<file path="src/hdl/audio_pkg.sv">
package audio_pkg;

    // One signed PCM sample.
    typedef logic signed [23:0] sample_t;

    // Channel flag, 0 is left.
    typedef logic [0:0] ch_idx_t;

    localparam int NUM_CH = 2;

    // I2S framing.
    localparam int BCK_HALF  = 2;  // Cycles per bck half period.
    localparam int SLOT_BITS = 32; // Bit clocks per channel slot.

    // Per-channel queue.
    localparam int FIFO_DEPTH = 4;

    typedef enum logic [1:0] {
        SER_IDLE,
        SER_LEFT,
        SER_RIGHT
    } ser_state_t;

endpackage

</file>
<file path="src/hdl/chan_link_if.sv">
`timescale 1ns/100ps

interface chan_link_if import audio_pkg::*; ();

    // Feeder to channel.
    sample_t in_sample;
    logic    in_stb;
    logic    flush;     // Level, empties the channel.

    // Channel to drain.
    sample_t out_sample; // Queue head.
    logic    out_avail;
    logic    out_pop;   // Only while out_avail is high.

    modport feeder (
        output in_sample,
        output in_stb,
        output flush
    );

    modport channel (
        input  in_sample,
        input  in_stb,
        input  flush,
        output out_sample,
        output out_avail,
        input  out_pop
    );

    modport drain (
        input  out_sample,
        input  out_avail,
        output out_pop
    );

endinterface

</file>
<file path="src/hdl/frame_demux.sv">
`timescale 1ns/100ps

module frame_demux import audio_pkg::*; (
    input  logic        clk245760,
    input  logic        rst,
    input  logic        locked_i,
    input  sample_t     sample_i,
    input  ch_idx_t     sample_ch_i,
    input  logic        sample_stb_i,
    chan_link_if.feeder links [NUM_CH]
);

    sample_t           sample_q;
    logic [NUM_CH-1:0] stb_q;
    logic              flush_q;

    // Strobes are held off until flush has dropped again after relock.
    always_ff @(posedge clk245760) begin
        if (rst) begin
            stb_q   <= '0;
            flush_q <= 1'b0;
        end else begin
            flush_q <= !locked_i;
            for (int i = 0; i < NUM_CH; i++) begin
                stb_q[i] <= sample_stb_i && locked_i && !flush_q &&
                            (sample_ch_i == ch_idx_t'(i));
            end
        end
    end

    always_ff @(posedge clk245760) begin
        if (sample_stb_i) begin
            sample_q <= sample_i;
        end
    end

    for (genvar i = 0; i < NUM_CH; i++) begin : g_link
        assign links[i].in_sample = sample_q;
        assign links[i].in_stb    = stb_q[i];
        assign links[i].flush     = flush_q;
    end

    // A push racing a flush would be lost in the channel.
    a_no_stb_in_flush: assert property (
        @(posedge clk245760) disable iff (rst)
        flush_q |-> (stb_q == '0)
    );

endmodule

</file>
<file path="src/hdl/interp2x_ch.sv">
`timescale 1ns/100ps

module interp2x_ch import audio_pkg::*; (
    input  logic         clk245760,
    input  logic         rst,
    chan_link_if.channel link
);

    sample_t prev_q;
    sample_t pend_q;       // New sample, written one cycle after the midpoint.
    logic    pend_vld_q;

    logic signed [24:0] sum;
    sample_t            mid;

    sample_t mem_q [FIFO_DEPTH];
    logic [$clog2(FIFO_DEPTH)-1:0]   wr_ptr_q;
    logic [$clog2(FIFO_DEPTH)-1:0]   rd_ptr_q;
    logic [$clog2(FIFO_DEPTH+1)-1:0] count_q;

    logic    push;
    logic    pop;
    sample_t push_data;

    // Sign extended sum, top 24 bits give floor((a + b) / 2).
    assign sum = {prev_q[23], prev_q} + {link.in_sample[23], link.in_sample};
    assign mid = sum[24:1];

    assign push      = link.in_stb || pend_vld_q;
    assign push_data = link.in_stb ? mid : pend_q;
    assign pop       = link.out_pop;

    always_ff @(posedge clk245760) begin
        if (rst || link.flush) begin
            prev_q     <= '0;
            pend_vld_q <= 1'b0;
            wr_ptr_q   <= '0;
            rd_ptr_q   <= '0;
            count_q    <= '0;
        end else begin
            pend_vld_q <= link.in_stb;
            if (link.in_stb) begin
                prev_q <= link.in_sample;
            end
            if (push) begin
                wr_ptr_q <= wr_ptr_q + 1'b1; // Depth is a power of two.
            end
            if (pop) begin
                rd_ptr_q <= rd_ptr_q + 1'b1;
            end
            case ({push, pop})
                2'b10:   count_q <= count_q + 1'b1;
                2'b01:   count_q <= count_q - 1'b1;
                default: count_q <= count_q;
            endcase
        end
    end

    always_ff @(posedge clk245760) begin
        if (link.in_stb) begin
            pend_q <= link.in_sample;
        end
        if (push) begin
            mem_q[wr_ptr_q] <= push_data;
        end
    end

    assign link.out_sample = mem_q[rd_ptr_q];
    assign link.out_avail  = (count_q != '0);

    // Input pacing must leave room for both words.
    a_no_push_full: assert property (
        @(posedge clk245760) disable iff (rst || link.flush)
        push |-> (count_q != FIFO_DEPTH)
    );

    a_pop_avail: assert property (
        @(posedge clk245760) disable iff (rst)
        link.out_pop |-> link.out_avail
    );

endmodule

</file>
<file path="src/hdl/i2s_serializer.sv">
`timescale 1ns/100ps

module i2s_serializer import audio_pkg::*; (
    input  logic       clk245760,
    input  logic       rst,
    chan_link_if.drain links [NUM_CH],
    output logic       i2s_bck_o,
    output logic       i2s_lrck_o,
    output logic       i2s_data_o
);

    ser_state_t state_q;

    logic [$clog2(2*BCK_HALF)-1:0] div_q;  // Cycle within one bit.
    logic [$clog2(SLOT_BITS)-1:0]  bit_q;  // Bit within the slot.
    logic [SLOT_BITS-1:0]          shift_q;

    logic              bit_end;
    logic              slot_start;
    ch_idx_t           next_ch;
    logic [NUM_CH-1:0] avail;
    logic [NUM_CH-1:0] pop;
    sample_t           head [NUM_CH];

    for (genvar i = 0; i < NUM_CH; i++) begin : g_link
        assign avail[i]         = links[i].out_avail;
        assign head[i]          = links[i].out_sample;
        assign pop[i]           = slot_start && (next_ch == ch_idx_t'(i)) && avail[i];
        assign links[i].out_pop = pop[i];
    end

    assign bit_end    = (div_q == 2*BCK_HALF-1);
    assign slot_start = (state_q == SER_IDLE) || (bit_end && bit_q == SLOT_BITS-1);
    assign next_ch    = (state_q == SER_LEFT) ? ch_idx_t'(1) : ch_idx_t'(0);

    always_ff @(posedge clk245760) begin
        if (rst) begin
            state_q    <= SER_IDLE;
            div_q      <= '0;
            bit_q      <= '0;
            i2s_bck_o  <= 1'b0;
            i2s_lrck_o <= 1'b0;
            i2s_data_o <= 1'b0;
        end else if (slot_start) begin
            state_q    <= (next_ch == ch_idx_t'(1)) ? SER_RIGHT : SER_LEFT;
            div_q      <= '0;
            bit_q      <= '0;
            i2s_bck_o  <= 1'b0;
            i2s_lrck_o <= next_ch[0];
            i2s_data_o <= 1'b0;  // One-bit delay before the MSB.
        end else begin
            div_q <= div_q + 1'b1;
            if (div_q == BCK_HALF-1) begin
                i2s_bck_o <= 1'b1; // DAC samples here.
            end
            if (bit_end) begin
                div_q      <= '0;
                bit_q      <= bit_q + 1'b1;
                i2s_bck_o  <= 1'b0;
                i2s_data_o <= shift_q[SLOT_BITS-1];
            end
        end
    end

    // Sample MSB first, then zero padding. Underrun sends silence.
    always_ff @(posedge clk245760) begin
        if (slot_start) begin
            if (avail[next_ch]) begin
                shift_q <= {head[next_ch], {(SLOT_BITS - $bits(sample_t)){1'b0}}};
            end else begin
                shift_q <= '0;
            end
        end else if (bit_end) begin
            shift_q <= {shift_q[SLOT_BITS-2:0], 1'b0};
        end
    end

    // Word clock moves with the falling bck after the last bit of a slot.
    a_lrck_at_slot: assert property (
        @(posedge clk245760) disable iff (rst)
        $changed(i2s_lrck_o) |-> ($fell(i2s_bck_o) && $past(bit_q) == SLOT_BITS-1)
    );

endmodule

</file>
<file path="src/hdl/upsample_dac_top.sv">
`timescale 1ns/100ps

module upsample_dac_top import audio_pkg::*; (
    input  logic    clk245760,
    input  logic    rst,
    input  logic    locked_i,
    input  sample_t sample_i,
    input  ch_idx_t sample_ch_i,
    input  logic    sample_stb_i,
    output logic    i2s_bck_o,
    output logic    i2s_lrck_o,
    output logic    i2s_data_o
);

    chan_link_if links [NUM_CH] ();

    // Routes receiver samples, flushes while unlocked.
    frame_demux u_demux (
        .clk245760    (clk245760),
        .rst          (rst),
        .locked_i     (locked_i),
        .sample_i     (sample_i),
        .sample_ch_i  (sample_ch_i),
        .sample_stb_i (sample_stb_i),
        .links        (links)
    );

    for (genvar i = 0; i < NUM_CH; i++) begin : g_ch
        interp2x_ch u_ch (
            .clk245760 (clk245760),
            .rst       (rst),
            .link      (links[i])
        );
    end

    i2s_serializer u_ser (
        .clk245760  (clk245760),
        .rst        (rst),
        .links      (links),
        .i2s_bck_o  (i2s_bck_o),
        .i2s_lrck_o (i2s_lrck_o),
        .i2s_data_o (i2s_data_o)
    );

endmodule

</file>
<file path="config.mk">
export PLATFORM = sky130hd
export DESIGN_NAME = upsample_dac_top
export DESIGN_NICKNAME = d
export VERILOG_FILES = /design/src/hdl/audio_pkg.sv /design/src/hdl/chan_link_if.sv /design/src/hdl/frame_demux.sv /design/src/hdl/interp2x_ch.sv /design/src/hdl/i2s_serializer.sv /design/src/hdl/upsample_dac_top.sv
export SDC_FILE = /design/constraint.sdc
export NUM_CORES = 1
export LEC_CHECK = 0
export ABC_AREA = 0
export BUFFER_PORTS_ARGS = -buffer_cell sky130_fd_sc_hd__buf_2
export CAP_MARGIN = 20
export CORE_ASPECT_RATIO = 0.5
export CORE_UTILIZATION = 50
export CTS_CLUSTER_SIZE = 28
export DETAILED_ROUTE_END_ITERATION = 16
export GPL_ROUTABILITY_DRIVEN = 0
export HOLD_SLACK_MARGIN = 0.06
export PLACE_DENSITY = 0.72
export SLEW_MARGIN = 0
export SYNTH_ARGS = -nofsm -noshare
export SYNTH_HDL_FRONTEND = slang
export SYNTH_SLANG_ARGS = --single-unit
</file>
<file path="constraint.sdc">
create_clock -name clk245760 -period 2.8 [get_ports clk245760]
set_input_delay 0 -clock clk245760 [delete_from_list [all_inputs] [get_ports clk245760]]
set_output_delay 0 -clock clk245760 [all_outputs]
set_load 0.01 [all_outputs]
</file>
==> impl_metrics.env <==
export IMPL_maxCapViolCount=0
export IMPL_drc=0
export IMPL_crit_path_max_incr_delay_ps=440
export IMPL_hold_viol_final=0
export IMPL_synth_fp_nets=1241
export IMPL_clk_insertion_delay_late_ps=540
export IMPL_core_sq_um=31900
export IMPL_dp_final_hpwl_mm=23.3
export IMPL_area_delta_synth_final_pct=17.4
export IMPL_grt_max_degree=37
export IMPL_ios=32
export IMPL_rsz0062_at_grt="true"
export IMPL_fmax_mhz=358
export IMPL_cp_cell_sequence="buf_6 > fa_2 > a21o_1 > a221oi_2 > or4_4 > a31oi_4 > o21a_1 > or3_1 > a31o_1"
export IMPL_die_y_microns=130
export IMPL_grt_pass1_vias=9864
export IMPL_yosysSeqAreaShare_pct=63.0
export IMPL_r2r_start="u_demux.links[0].in_sample[1]"
export IMPL_cts_reportedPaths_clkPinSlew_ps=60
export IMPL_met1_usage_pct=31.9
export IMPL_slew_violations=0
export IMPL_synth_edf_count=288
export IMPL_ff_latch_area_sq_um=10300
export IMPL_syn_inst=1148
export IMPL_critPathMaxFanout=4
export IMPL_slowest_stage="edfxtp_1"
export IMPL_power_density_nw_per_um2=607
export IMPL_place_ws_ps=-208
export IMPL_fin_crit_ps=2790
export IMPL_drive_gt1_share_pct=23.6
export IMPL_hold_path_class="input pin to register"
export IMPL_antenna_found_initial=0
export IMPL_grt_overflow_total=0
export IMPL_ant_nets=0
export IMPL_cts_num_sinks=370
export IMPL_routed_via_density=5.81
export IMPL_timing_final_crit_share_pct=99.8
export IMPL_start_util_pct=51.2
export IMPL_cts_made_buffers=34
export IMPL_synth_cell_types=63
export IMPL_hold_start="sample_i[12]"
export IMPL_syn_area_per_cell_sq_um=14.2
export IMPL_skew_ps=25.0
export IMPL_finalSetupTns_ps=0
export IMPL_r2r_end="g_ch[1].u_ch.mem_q[2][19]"
export IMPL_cp_required_ps=3040
export IMPL_reg2reg_depth=9
export IMPL_dieArea_sq_um=33400
export IMPL_clockBufferDepth=3
export IMPL_grt_util_met2_pct=34.3
export IMPL_slew_headroom_pct=43.2
export IMPL_fillers=2364
export IMPL_ff2ff_setup_slack_ps=6
export IMPL_grtUsageTotal_pct=22.1
export IMPL_nNetsFinal=1373
export IMPL_rows=46
export IMPL_critPathLaunchType="register"
export IMPL_insertedDiodeCount=0
export IMPL_numPortBuffers=31
export IMPL_min_to="u_demux.links[0].in_sample[12]"
export IMPL_status="complete, no violations"
export IMPL_synth_area_sq_um=16300
export IMPL_vias=10100
export IMPL_drt_iter0_drc=914
export IMPL_power_mw=11.6
export IMPL_clockRootBuffer="clkbuf_16"
export IMPL_cp_arrival_ps=3040
export IMPL_die_width_microns=258
export IMPL_yosysWarnings=0
export IMPL_synth_flop_cell="edfxtp_1"
export IMPL_routed_wl_mm=36.4
export IMPL_setup_ws_ps=6.17
export IMPL_vdd_drop_max_mv=0.352
export IMPL_setup_viol=0
export IMPL_critPathKind="register to register"
export IMPL_firstDrtPassIters=7
export IMPL_async_reset_ff_share_pct=0
export IMPL_cp_end_kind="register"
export IMPL_cts_tree="done"
export IMPL_min_path_cells=2
export IMPL_multi_input_area_sq_um=6010
export IMPL_grtUsageMet3_pct=5.24
export IMPL_tightest_slew_ps=852
export IMPL_grt_pass1_wl_mm=55.8
export IMPL_synth_seq_cells=370
export IMPL_power_leakage_nw=6.76
export IMPL_routedWlPerCell_microns=21.0
export IMPL_htreeDepth=2
export IMPL_busiest_layer="met2"
-- logic make-up (layout without fill, tap and decap cells) --
logic type | count (synthesis) | in the layout | share of synthesized area, %
DFF | 370 | 370 | 63.0
and+or+nand+nor | 256 | 256 | 6.90
AOI/OAI and AO/OA | 190 | 190 | 7.56
muxes | 153 | 153 | 13.3
buffers and inverters | 68 | 225 | 1.62
adders and majority gates | 64 | 64 | 5.09
xor gates and xnor gates | 47 | 47 | 2.52
-- synthesized netlist by cell type, types with 4 or more instances --
library cell  instances  share of area, %
edfxtp_1            288                53
nor2_1              114               2.6
dfxtp_1              82                10
mux2i_1              76               4.7
nand2_1              72               1.7
ha_1                 60               4.6
a21oi_1              55               1.7
o21ai_0              52               1.6
mux4_2               48               6.6
clkbuf_1             34              0.78
mux2_2               29               2.0
xnor2_1              26               1.4
xor2_1               21               1.1
inv_1                20              0.46
a21o_1               14              0.64
nor2b_1              13              0.50
nor3_1               13              0.40
buf_2                 8              0.25
nand4_1               8              0.31
o21a_1                8              0.37
o31ai_1               8              0.37
a31oi_1               7              0.27
o21bai_1              6              0.28
or2_2                 6              0.23
a211oi_1              5              0.23
nand2b_1              5              0.19
nand3_1               5              0.15
and2_1                4              0.15
and3_1                4              0.15
buf_1                 4             0.092
fa_1                  4              0.49
o211ai_1              4              0.18
-- where the power goes --
part           leakage [nW]  switching, mW  total (mW)  internal [mW]
combinational          2.88          0.425       0.738          0.314
sequential             3.31         0.0804        6.09           6.01
clock                 0.564           2.01        4.80           2.78
total                  6.76           2.52        11.6           9.11
-- per-stage QoR --
step	hold WS (ps)	util [%]	cell area [sq um]	instances
after floorplan	66.7	-	16300	1148
after global placement	168	54.6	17400	1636
after detailed placement	176	54.6	17400	1636
after CTS	167	59.5	19000	1730
after global routing	182	60.1	19200	1737
final	184	60.1	19200	1737
-- cell usage in the layout (no fill, tap or decap), drive strengths merged, types with 5 or more instances in the layout --
master | netlist | routed
a211oi | 6 | 6
a21o | 14 | 14
a21oi | 55 | 55
a31oi | 8 | 8
buf | 12 | 112
clkbuf | 34 | 46
clkinv | 2 | 12
dfxtp | 82 | 82
dlygate4sd3 | 0 | 30
edfxtp | 288 | 288
ha | 60 | 60
inv | 20 | 20
mux2 | 29 | 29
mux2i | 76 | 76
mux4 | 48 | 48
nand2 | 72 | 72
nand2b | 5 | 5
nand3 | 5 | 5
nand4 | 8 | 8
nor2 | 114 | 114
nor2b | 13 | 13
nor3 | 13 | 13
o21a | 8 | 8
o21ai | 53 | 53
o21bai | 6 | 6
o31ai | 8 | 8
or2 | 8 | 8
xnor2 | 26 | 26
xor2 | 21 | 21
-- state kept, by name (all words and copies together) (netlist names), 4 cells and up, named ones only --
name,count
g_ch.u_ch.mem_q,192
g_ch.u_ch.pend_q,48
g_ch.u_ch.prev_q,48
u_demux.links.in_sample,24
u_ser.shift_q,24
g_ch.u_ch.count_q,6
u_ser.bit_q,5
g_ch.u_ch.rd_ptr_q,4
g_ch.u_ch.wr_ptr_q,4
-- layout make-up --
cell class              count  area share (%)
inverters                  22           0.431
clock inverters            15            1.02
flip-flops and latches    370            53.7
clock buffers              46            4.98
repair buffers            142            5.65
multi-input cells         710            31.4
well taps                 432            2.82
-- worst max-delay path by stage --
stage	start	to	slack, ps	cells after the start
detailed placement	u_demux.links[0].in_sample[1]	g_ch[0].u_ch.mem_q[1][18]	-210	11
CTS	u_demux.links[0].in_sample[1]	g_ch[0].u_ch.mem_q[2][23]	-6	12
global route	u_demux.links[0].in_sample[1]	g_ch[1].u_ch.mem_q[0][19]	-100	9
finish	u_demux.links[0].in_sample[1]	g_ch[1].u_ch.mem_q[2][19]	6	9
global placement	u_demux.links[0].in_sample[1]	g_ch[1].u_ch.mem_q[0][22]	-170	11
floorplan	u_demux.stb_q[1]	g_ch[1].u_ch.mem_q[0][0]	-50	3
-- routing by layer --
metal / vias up / wire length (microns)
li1: 4617 / -
met1: 5002 / 16400
met2: 413 / 16000
met3: 63 / 3440
met4: 0 / 575
met5: - / 0
-- worst max-delay path, delay by kind of cell (launching register included) --
family	cells	cell delay [ps]
and+or+nand+nor	2	510
AOI/OAI and AO/OA	5	1020
adders and majority gates	1	380
buffers and inverters	1	150
DFF	1	440
-- repair_timing --
| item | CTS | global route |
|---|---|---|
| endpoints found under the setup margin | 52 | 87 |
| setup buffers | 3 | 7 |
| hold endpoints to repair | 62 | 0 |
| pin swaps | 4 | 20 |
| gates resized for setup | 20 | 37 |
| hold buffers | 30 | 0 |
Note: power is estimated with default switching activity, not from simulation.
